--- src/csr_pkg.sv ---
`default_nettype none

package csr_pkg;

    localparam int PREG_NUM = 16;
    localparam int PREG_W   = 4;
    localparam int XLEN     = 32;
    localparam int ROB_SIZE = 8;
    localparam int ROB_W    = 3;
    localparam int IQ_SIZE  = 4;
    localparam int IQ_W     = 2;
    localparam int CSR_NUM  = 4;
    localparam int CSR_AW   = 2;

    // Direction bit flips each time the index wraps past ROB_SIZE-1.
    typedef struct packed {
        logic             dir;
        logic [ROB_W-1:0] idx;
    } rob_idx_t;

    typedef enum logic [1:0] {
        CSR_RW = 2'd0,  // Write source.
        CSR_RS = 2'd1,  // Set bits from source.
        CSR_RC = 2'd2   // Clear bits from source.
    } csr_op_e;

    typedef struct packed {
        csr_op_e           op;
        logic [CSR_AW-1:0] csr_addr;
        logic [PREG_W-1:0] rs1;
        logic [PREG_W-1:0] rd;
    } csr_disp_t;

    typedef struct packed {
        csr_disp_t disp;
        rob_idx_t  rob_idx;
    } csr_issue_t;

    typedef struct packed {
        logic [PREG_W-1:0] tag;
        logic [XLEN-1:0]   data;
    } preg_wr_t;

    typedef struct packed {
        rob_idx_t          rob_idx;
        logic [PREG_W-1:0] rd;
        logic [XLEN-1:0]   old_val;  // CSR value before the update.
    } commit_t;

    // True when a is strictly older than b in the wrapped ROB order.
    function automatic logic rob_older(input rob_idx_t a, input rob_idx_t b);
        logic older;
        if (a.dir == b.dir) begin
            older = a.idx < b.idx;
        end else begin
            older = a.idx > b.idx;
        end
        return older;
    endfunction

endpackage

`default_nettype wire
--- src/csr_backend.sv ---
`timescale 1ns/10ps
`default_nettype none

module csr_backend
    import csr_pkg::*;
(
    input  logic      clk,
    input  logic      rst,
    input  logic      disp_valid,
    output logic      disp_ready,
    input  csr_disp_t disp,
    input  logic      ext_wr_valid,
    output logic      ext_wr_ready,
    input  preg_wr_t  ext_wr,
    input  logic      redirect_valid,
    input  rob_idx_t  redirect_idx,
    output logic      commit_valid,
    output commit_t   commit
);

    logic              alloc_ready;
    rob_idx_t          alloc_idx;
    rob_idx_t          commit_head;
    logic              issue_valid;
    csr_issue_t        issue;
    logic [PREG_W-1:0] rd_addr;
    logic [XLEN-1:0]   rd_data;
    logic              wb_valid;
    preg_wr_t          wb;

    rob_tracker u_rob_tracker (
        .clk            (clk),
        .rst            (rst),
        .alloc_valid    (disp_valid & disp_ready),  // Dispatch handshake.
        .alloc_ready    (alloc_ready),
        .alloc_idx      (alloc_idx),
        .commit_valid   (commit_valid),
        .commit_head    (commit_head),
        .redirect_valid (redirect_valid),
        .redirect_idx   (redirect_idx)
    );

    csr_issue_queue u_csr_issue_queue (
        .clk            (clk),
        .rst            (rst),
        .disp_valid     (disp_valid),
        .disp_ready     (disp_ready),
        .disp           (disp),
        .alloc_idx      (alloc_idx),
        .alloc_ready    (alloc_ready),
        .commit_head    (commit_head),
        .redirect_valid (redirect_valid),
        .redirect_idx   (redirect_idx),
        .issue_valid    (issue_valid),
        .issue          (issue),
        .rd_addr        (rd_addr)
    );

    preg_file u_preg_file (
        .clk          (clk),
        .rst          (rst),
        .rd_addr      (rd_addr),
        .rd_data      (rd_data),
        .wb_valid     (wb_valid),
        .wb           (wb),
        .ext_wr_valid (ext_wr_valid),
        .ext_wr       (ext_wr),
        .ext_wr_ready (ext_wr_ready)
    );

    csr_unit u_csr_unit (
        .clk            (clk),
        .rst            (rst),
        .issue_valid    (issue_valid),
        .issue          (issue),
        .rd_data        (rd_data),
        .redirect_valid (redirect_valid),
        .redirect_idx   (redirect_idx),
        .wb_valid       (wb_valid),
        .wb             (wb),
        .commit_valid   (commit_valid),
        .commit         (commit)
    );

endmodule

`default_nettype wire

--- src/csr_unit.sv ---
`timescale 1ns/10ps
`default_nettype none

module csr_unit
    import csr_pkg::*;
(
    input  logic            clk,
    input  logic            rst,
    input  logic            issue_valid,
    input  csr_issue_t      issue,
    input  logic [XLEN-1:0] rd_data,
    input  logic            redirect_valid,
    input  rob_idx_t        redirect_idx,
    output logic            wb_valid,
    output preg_wr_t        wb,
    output logic            commit_valid,
    output commit_t         commit
);

    logic [XLEN-1:0]   csr_q [CSR_NUM];
    logic [XLEN-1:0]   old_val;
    logic [XLEN-1:0]   new_val;
    logic              kill_ex;
    logic              kill_wb;
    logic              pend_valid;
    logic [CSR_AW-1:0] pend_addr;
    logic [XLEN-1:0]   pend_data;
    logic              fire;

    assign old_val = csr_q[issue.disp.csr_addr];

    always_comb begin
        case (issue.disp.op)
            CSR_RS:  new_val = old_val | rd_data;
            CSR_RC:  new_val = old_val & ~rd_data;
            default: new_val = rd_data;
        endcase
    end

    // Killed when strictly younger than the redirect point.
    assign kill_ex = redirect_valid && rob_older(redirect_idx, issue.rob_idx);
    assign kill_wb = redirect_valid && rob_older(redirect_idx, commit.rob_idx);

    always_ff @(posedge clk or posedge rst) begin
        if (rst) begin
            pend_valid <= 1'b0;
        end else begin
            pend_valid <= issue_valid && !kill_ex;
        end
    end

    always_ff @(posedge clk) begin
        if (issue_valid) begin
            pend_addr      <= issue.disp.csr_addr;
            pend_data      <= new_val;
            commit.rob_idx <= issue.rob_idx;
            commit.rd      <= issue.disp.rd;
            commit.old_val <= old_val;
        end
    end

    assign fire         = pend_valid && !kill_wb;
    assign commit_valid = fire;
    assign wb_valid     = fire;
    assign wb.tag       = commit.rd;
    assign wb.data      = commit.old_val;  // Old CSR value goes to rd.

    // CSR lands with the commit pulse.
    always_ff @(posedge clk or posedge rst) begin
        if (rst) begin
            for (int i = 0; i < CSR_NUM; i++) begin
                csr_q[i] <= '0;
            end
        end else if (fire) begin
            csr_q[pend_addr] <= pend_data;
        end
    end

endmodule

`default_nettype wire

--- src/preg_file.sv ---
`timescale 1ns/10ps
`default_nettype none

module preg_file
    import csr_pkg::*;
(
    input  logic              clk,
    input  logic              rst,
    input  logic [PREG_W-1:0] rd_addr,
    output logic [XLEN-1:0]   rd_data,
    input  logic              wb_valid,
    input  preg_wr_t          wb,
    input  logic              ext_wr_valid,
    input  preg_wr_t          ext_wr,
    output logic              ext_wr_ready
);

    logic [XLEN-1:0] regs [PREG_NUM];
    logic            grant_wb;
    logic            grant_ext;
    logic            wr_en;
    preg_wr_t        wr;

    // Fixed priority, CSR writeback first.
    assign grant_wb     = wb_valid;
    assign grant_ext    = ext_wr_valid && !wb_valid;
    assign ext_wr_ready = !wb_valid;

    assign wr_en = grant_wb || grant_ext;
    assign wr    = grant_wb ? wb : ext_wr;

    assign rd_data = regs[rd_addr];

    always_ff @(posedge clk or posedge rst) begin
        if (rst) begin
            for (int i = 0; i < PREG_NUM; i++) begin
                regs[i] <= '0;
            end
        end else if (wr_en) begin
            regs[wr.tag] <= wr.data;
        end
    end

endmodule

`default_nettype wire

--- src/csr_issue_queue.sv ---
`timescale 1ns/10ps
`default_nettype none

module csr_issue_queue
    import csr_pkg::*;
(
    input  logic              clk,
    input  logic              rst,
    input  logic              disp_valid,
    output logic              disp_ready,
    input  csr_disp_t         disp,
    input  rob_idx_t          alloc_idx,
    input  logic              alloc_ready,
    input  rob_idx_t          commit_head,
    input  logic              redirect_valid,
    input  rob_idx_t          redirect_idx,
    output logic              issue_valid,
    output csr_issue_t        issue,
    output logic [PREG_W-1:0] rd_addr
);

    csr_issue_t        entries [IQ_SIZE];
    logic [IQ_W-1:0]   head;
    logic [IQ_W-1:0]   tail;
    logic              hdir;
    logic              tdir;
    logic [IQ_W:0]     head_ptr;
    logic [IQ_W:0]     tail_ptr;
    logic [IQ_W:0]     head_ptr_inc;
    logic [IQ_W:0]     tail_ptr_inc;
    logic [IQ_W:0]     count;
    logic [IQ_W:0]     keep_cnt;
    logic [IQ_W:0]     trim_ptr;
    logic              full;
    logic              empty;
    logic              enqueue;
    logic              select;

    // Direction bit on top of each pointer gives full and empty apart.
    assign head_ptr     = {hdir, head};
    assign tail_ptr     = {tdir, tail};
    assign head_ptr_inc = head_ptr + 1'b1;
    assign tail_ptr_inc = tail_ptr + 1'b1;
    assign count        = tail_ptr - head_ptr;

    assign full  = (head == tail) && (hdir != tdir);
    assign empty = (head == tail) && (hdir == tdir);

    assign disp_ready = !rst && !full && alloc_ready && !redirect_valid;  // Closed in reset.
    assign enqueue    = disp_valid && disp_ready;

    // Issue only once the head is the oldest uncommitted instruction.
    assign select = !empty && (entries[head].rob_idx == commit_head) && !redirect_valid;

    // Entries are in program order, so survivors of a redirect form a prefix from head.
    always_comb begin
        logic            stop;
        logic [IQ_W-1:0] pos;
        stop     = 1'b0;
        pos      = head;
        keep_cnt = '0;
        for (int k = 0; k < IQ_SIZE; k++) begin
            pos = head + IQ_W'(k);
            if (!stop && (k < count) && !rob_older(redirect_idx, entries[pos].rob_idx)) begin
                keep_cnt = keep_cnt + 1'b1;
            end else begin
                stop = 1'b1;
            end
        end
    end

    assign trim_ptr = head_ptr + keep_cnt;

    always_ff @(posedge clk) begin
        if (enqueue) begin
            entries[tail].disp    <= disp;
            entries[tail].rob_idx <= alloc_idx;
        end
    end

    always_ff @(posedge clk or posedge rst) begin
        if (rst) begin
            tail <= '0;
            tdir <= 1'b0;
        end else if (redirect_valid) begin
            tail <= trim_ptr[IQ_W-1:0];  // Back to head when nothing survives.
            tdir <= trim_ptr[IQ_W];
        end else if (enqueue) begin
            tail <= tail_ptr_inc[IQ_W-1:0];
            tdir <= tail_ptr_inc[IQ_W];
        end
    end

    always_ff @(posedge clk or posedge rst) begin
        if (rst) begin
            head <= '0;
            hdir <= 1'b0;
        end else if (select) begin
            head <= head_ptr_inc[IQ_W-1:0];
            hdir <= head_ptr_inc[IQ_W];
        end
    end

    always_ff @(posedge clk or posedge rst) begin
        if (rst) begin
            issue_valid <= 1'b0;
        end else begin
            issue_valid <= select;
        end
    end

    always_ff @(posedge clk) begin
        if (select) begin
            issue <= entries[head];
        end
    end

    // Read address comes straight from the issue register.
    assign rd_addr = issue.disp.rs1;

endmodule

`default_nettype wire

--- src/rob_tracker.sv ---
`timescale 1ns/10ps
`default_nettype none

module rob_tracker
    import csr_pkg::*;
(
    input  logic     clk,
    input  logic     rst,
    input  logic     alloc_valid,
    output logic     alloc_ready,
    output rob_idx_t alloc_idx,
    input  logic     commit_valid,
    output rob_idx_t commit_head,
    input  logic     redirect_valid,
    input  rob_idx_t redirect_idx
);

    rob_idx_t tail;
    rob_idx_t head;
    rob_idx_t tail_inc;
    rob_idx_t head_inc;
    rob_idx_t redirect_inc;
    logic     full;

    // Power-of-two ROB, so a plain add carries into the direction bit.
    assign tail_inc     = rob_idx_t'(tail + 1'b1);
    assign head_inc     = rob_idx_t'(head + 1'b1);
    assign redirect_inc = rob_idx_t'(redirect_idx + 1'b1);

    assign full        = (tail.idx == head.idx) && (tail.dir != head.dir);
    assign alloc_ready = !full;
    assign alloc_idx   = tail;
    assign commit_head = head;

    always_ff @(posedge clk or posedge rst) begin
        if (rst) begin
            tail <= '0;
        end else if (redirect_valid) begin
            if (rob_older(redirect_idx, tail)) begin
                tail <= redirect_inc;  // Drop everything younger.
            end
        end else if (alloc_valid && alloc_ready) begin
            tail <= tail_inc;
        end
    end

    always_ff @(posedge clk or posedge rst) begin
        if (rst) begin
            head <= '0;
        end else if (commit_valid) begin
            head <= head_inc;
        end
    end

endmodule

`default_nettype wire

--- config.mk ---
export PLATFORM = sky130hd
export DESIGN_NAME = csr_backend
export DESIGN_NICKNAME = d
export VERILOG_FILES = /design/src/csr_pkg.sv /design/src/csr_backend.sv /design/src/csr_unit.sv /design/src/preg_file.sv /design/src/csr_issue_queue.sv /design/src/rob_tracker.sv
export SDC_FILE = /design/constraint.sdc
export NUM_CORES = 2
export LEC_CHECK = 0
export BUFFER_PORTS_ARGS = -buffer_cell sky130_fd_sc_hd__buf_2
export CAP_MARGIN = 20
export CORE_MARGIN = 3
export CORE_UTILIZATION = 35
export CTS_CLUSTER_SIZE = 14
export DETAILED_ROUTE_END_ITERATION = 8
export GPL_TIMING_DRIVEN = 0
export HOLD_SLACK_MARGIN = 0.06
export SYNTH_ARGS = -nofsm -noshare
export SYNTH_HDL_FRONTEND = slang
export SYNTH_SLANG_ARGS = --single-unit
--- constraint.sdc ---
create_clock -name clk -period 60.7 [get_ports clk]
set_input_delay 9.105 -clock clk [delete_from_list [all_inputs] [get_ports clk]]
set_output_delay 9.105 -clock clk [all_outputs]
set_load 0.02 [all_outputs]
==> results_tabular.tex <==
\begin{tabular}{lr}
\hline
Metric & Value \\
\hline
\multicolumn{2}{l}{\textbf{Clock tree}} \\
Number of buffers inserted by post-CTS setup repair & 0 \\
CTS Root Cell & sky130\_fd\_sc\_hd\_\_clkbuf\_16 \\
CTS tree & built \\
Post\_cts resized & 0 \\
Insertion delay to the later sink of the worst-skew pair & 0.69 ns \\
Clock buffer depth & 3 \\
CTS sink cnt & 810 \\
Total CTS buffers & 92 \\
Clk pin slew, worst setup/hold paths & 0.06 ns \\
Hold buffers post-CTS & 0 \\
Count of H-tree levels built during CTS & 3 \\
\multicolumn{2}{l}{\textbf{Pwr}} \\
Maximum resistive drop on vdd & 0.0000259 V \\
Switch share & 0.324 \\
Cell-internal power & 1.39 mW \\
Combinational Power Share & 0.299 \\
Lkg Pwr & 19.8 nW \\
Switch Pwr & 0.663 mW \\
Part of the power in registers & 0.416 \\
Cell area power density & 41.9 nW/um2 \\
Part of the power in the clock network & 0.285 \\
\multicolumn{2}{l}{\textbf{Die}} \\
Core Region & 121,000 um2 \\
Floorplan die height & 356 um \\
Standard-cell rows & 127 \\
Number of placed I/O pins & 100 \\
DIE AREA & 127,000 um2 \\
Horizontal die dimension & 356 um \\
Initial Utilization & 0.355 \\
\multicolumn{2}{l}{\textbf{Layout}} \\
Area grow syn2layout & 13.9\% \\
Seq. cell area & 21,000 um2 \\
Post-route insts no fill & 5,471 \\
Layout cell share with drive strength beyond 1 & 0.191 \\
Area of combinational cells with multiple inputs & 20,100 um2 \\
Fillers & 11,600 \\
Net total in the final layout & 3,878 \\
Post-layout instance area & 48,900 um2 \\
\multicolumn{2}{l}{\textbf{STA}} \\
Max-slew headroom & 0.158 \\
Share of the cycle needed by the critical path after routing & 0.346 \\
Final Hold Fails & 0 \\
Final-layout setup total negative slack & 0 ns \\
Final worst clock skew & 0.0323 ns \\
Min Clock Period, post-route & 21.03 ns \\
RSZ-0062 raised after global routing & false \\
Fmax achieved & 47.6 MHz \\
Actual slew at the worst max-slew pin & 1.26 ns \\
Max-slew violation count & 0 \\
Final Setup Violations & 0 \\
\multicolumn{2}{l}{\textbf{Hold path}} \\
Hold endpoint & u\_csr\_unit.commit[34] \\
WHS Path Cells & 0 \\
Hold Path Origin & u\_csr\_issue\_queue.issue[6] \\
Path class of the lowest-slack min-delay path & reg2reg \\
\multicolumn{2}{l}{\textbf{Critical path}} \\
Chain of cells forming the critical path & buf\_2 -> inv\_1 -> ha\_1 -> nor2b\_1 -> o21ai\_0 -> nor3b\_1 -> o21ai\_2 -> nand2\_4 -> buf\_4 -> buf\_2 -> buf\_2 -> buf\_2 \\
Cell repeated most along the worst path & sky130\_fd\_sc\_hd\_\_buf\_2 \\
Maximum net fanout on the critical path & 10 \\
Critical-path top delay cell & sky130\_fd\_sc\_hd\_\_buf\_2 \\
Category of the worst setup path capture point & primary output \\
Slowest Stage Delay on Critical Path & 0.45 ns \\
Kind of start point of the critical path & input pin \\
Critical path type & in2out \\
Required @ worst endpoint & 51.59 ns \\
R2r worst-path depth & 20 \\
Launch instance of the worst register-to-register path & u\_csr\_issue\_queue.head[0] \\
Capturing point of the worst reg2reg path & u\_csr\_issue\_queue.tdir \\
Slack of the worst reg-to-reg path & 55.34 ns \\
Data arrival at the endpoint of the critical path & 11.92 ns \\
\multicolumn{2}{l}{\textbf{Synthesis}} \\
Most used DFF post-synth & sky130\_fd\_sc\_hd\_\_dfrtp\_1 \\
Netlist cell types & 52 \\
Top area cells in the synthesized netlist & sky130\_fd\_sc\_hd\_\_dfrtp\_1, sky130\_fd\_sc\_hd\_\_o211a\_1, sky130\_fd\_sc\_hd\_\_mux4\_2 \\
Dominant cell by count in the synthesized netlist & sky130\_fd\_sc\_hd\_\_dfrtp\_1 \\
Portion of synthesized cell area occupied by the leading cell type & 0.383 \\
Most numerous cell types in the synthesized netlist & sky130\_fd\_sc\_hd\_\_dfrtp\_1, sky130\_fd\_sc\_hd\_\_nand3\_1, sky130\_fd\_sc\_hd\_\_or3\_1 \\
Cell Area, Synth & 42,900 um2 \\
Mean post-synth cell area & 12.0 um2 \\
Fraction of registers with async set or reset after synthesis & 0.810 \\
Total nets after synthesis & 3,671 \\
Dominant cell type by area after synthesis & sky130\_fd\_sc\_hd\_\_dfrtp\_1 \\
Gate count of the mapped netlist & 3,576 \\
Sequential element share of the synthesized area & 0.490 \\
Count of flip-flops with a built-in enable after synthesis & 154 \\
Count of yosys warnings during synthesis & 0 \\
\#FFs+latches synth & 810 \\
\multicolumn{2}{l}{\textbf{Drt}} \\
Initial DRT Pass Iterations & 6 \\
Vias per cell & 6.46 \\
Post-detailed-route wirelength per cell & 30.9 um \\
Routed vias & 35,300 \\
Count of antenna-violating nets left after detailed routing & 0 \\
Initial detailed-routing violation count & 5,016 \\
Residual DRC & 0 \\
Routed Wire Length & 169,000 um \\
\multicolumn{2}{l}{\textbf{Placed design}} \\
Total instance count after detailed placement & 5,297 \\
HPWL reported at the end of detailed placement & 121,000 um \\
Placed inst area & 45,700 um2 \\
Number of I/O port buffers & 97 \\
Final GP Congestion & 0.988 \\
\multicolumn{2}{l}{\textbf{Global routing}} \\
Number of global-route vias before repair & 34,600 \\
Largest net degree at the start of global routing & 117 \\
Initial antenna violation count & 6 \\
Global route total overflow & 0 \\
Global-route wire length before repair & 246,000 um \\
Global router's overall resource usage & 0.263 \\
\multicolumn{2}{l}{\textbf{Run status}} \\
Run status & finished clean \\
\multicolumn{2}{l}{\textbf{Run}} \\
Total of max-cap violations & 0 \\
\hline
\end{tabular}
==> cells in the final DEF, fill, tap and decap left out, types with 5 or more instances in the layout <==
cell type,n
sky130_fd_sc_hd__dfrtp_1,655
sky130_fd_sc_hd__nand3_1,526
sky130_fd_sc_hd__or3_1,513
sky130_fd_sc_hd__o211a_1,512
sky130_fd_sc_hd__clkbuf_1,278
sky130_fd_sc_hd__mux4_2,215
sky130_fd_sc_hd__buf_2,203
sky130_fd_sc_hd__edfxtp_1,154
sky130_fd_sc_hd__nor2_1,137
sky130_fd_sc_hd__mux2_2,129
sky130_fd_sc_hd__clkbuf_16,94
sky130_fd_sc_hd__a21oi_1,73
sky130_fd_sc_hd__nand2_1,42
sky130_fd_sc_hd__ha_1,36
sky130_fd_sc_hd__nand2b_1,34
sky130_fd_sc_hd__inv_1,32
sky130_fd_sc_hd__xnor2_1,20
sky130_fd_sc_hd__mux2i_1,19
sky130_fd_sc_hd__clkinv_2,19
sky130_fd_sc_hd__clkbuf_8,18
sky130_fd_sc_hd__o21ai_0,12
sky130_fd_sc_hd__buf_1,10
sky130_fd_sc_hd__nor2b_1,9
sky130_fd_sc_hd__xor2_1,9
sky130_fd_sc_hd__bufinv_16,8
sky130_fd_sc_hd__buf_16,8
sky130_fd_sc_hd__and3_1,6
sky130_fd_sc_hd__buf_4,6
sky130_fd_sc_hd__a21o_1,6
sky130_fd_sc_hd__buf_6,5
sky130_fd_sc_hd__mux4_1,5
sky130_fd_sc_hd__clkinvlp_4,5
sky130_fd_sc_hd__buf_8,5
==> power by group through the flow <==
stage | Combinational [mW] | Clock, mW | Sequential (mW)
after global placement | 0.586 | 0 | 0.857
after global routing | 0.647 | 0.613 | 0.868
after CTS | 0.606 | 0.591 | 0.847
final | 0.611 | 0.585 | 0.852
after detailed placement | 0.604 | 0 | 0.855
after floorplan | 0.425 | 0 | 0.822
==> worst max-delay path: cells and delay by family <==
| family | cells | cell delay (ns) |
|---|---|---|
| buffers and inverters | 6 | 1.76 |
| AND/OR/NAND/NOR | 3 | 0.55 |
| adder cells (fa/ha/maj) | 1 | 0.21 |
| AO/OA/AOI/OAI | 2 | 0.28 |
==> final cells by class <==
cell class / instances / share of cell area
Clock buffer: 125 / 0.0542
Timing Repair Buffer: 113 / 0.0167
Buffer: 389 / 0.0333
Tap cell: 1612 / 0.0413
Antenna cell: 2 / 0.000102
Inverter: 34 / 0.00276
Sequential cell: 810 / 0.430
Multi-Input combinational cell: 2343 / 0.411
Clock inverter: 43 / 0.00980
==> kinds of logic after synthesis <==
logic type,count (synthesis),synth area share
adder cells (fa/ha/maj),38,0.0114
multiplexers,370,0.155
buffers and inverters,423,0.0410
AND/OR/NAND/NOR,1285,0.162
AO/OA/AOI/OAI,620,0.134
flip-flops,810,0.490
XOR/XNOR,30,0.00630
==> per-stage QoR <==
stage	power, mW	hold WS (ns)	utilization	setup WS, ns
after floorplan	1.25	0.400	-	33.21
after CTS	2.04	0.426	0.404	39.69
after global placement	1.44	0.402	0.376	23.94
final	2.05	0.429	0.405	39.67
after detailed placement	1.46	0.405	0.378	39.70
after global routing	2.13	0.431	0.405	39.54
==> state kept, by name (all words and copies together) (netlist names), 12 cells and up <==
signal / flops
u_preg_file.regs: 512
u_csr_issue_queue.entries: 64
u_csr_unit.csr_q: 128
u_csr_issue_queue.issue: 12
u_csr_unit.commit: 40
u_csr_unit.pend_data: 32
==> layer usage <==
layer | GRT usage | wire, um | vias up
met3 | 0.0740 | 19500 | 522
met2 | 0.374 | 70600 | 2516
met1 | 0.353 | 66200 | 18200
met4 | 0.168 | 13000 | 4
li1 | - | - | 14200
met5 | 0 | 29 | -
==> worst max-delay path by stage <==
stage	startpoint	endpoint	slack, ns	cells after the start
3_5_place_dp	redirect_idx[1]	ext_wr_ready	39.70	11
5_1_grt	redirect_idx[1]	ext_wr_ready	39.54	11
6_report	redirect_idx[0]	ext_wr_ready	39.67	12
2_1_floorplan	rst	u_csr_issue_queue.hdir	33.21	1
4_1_cts	redirect_idx[1]	ext_wr_ready	39.69	11
3_3_place_gp	rst	u_preg_file.regs[366]	23.94	2
Power figures use the tool's default switching activity.
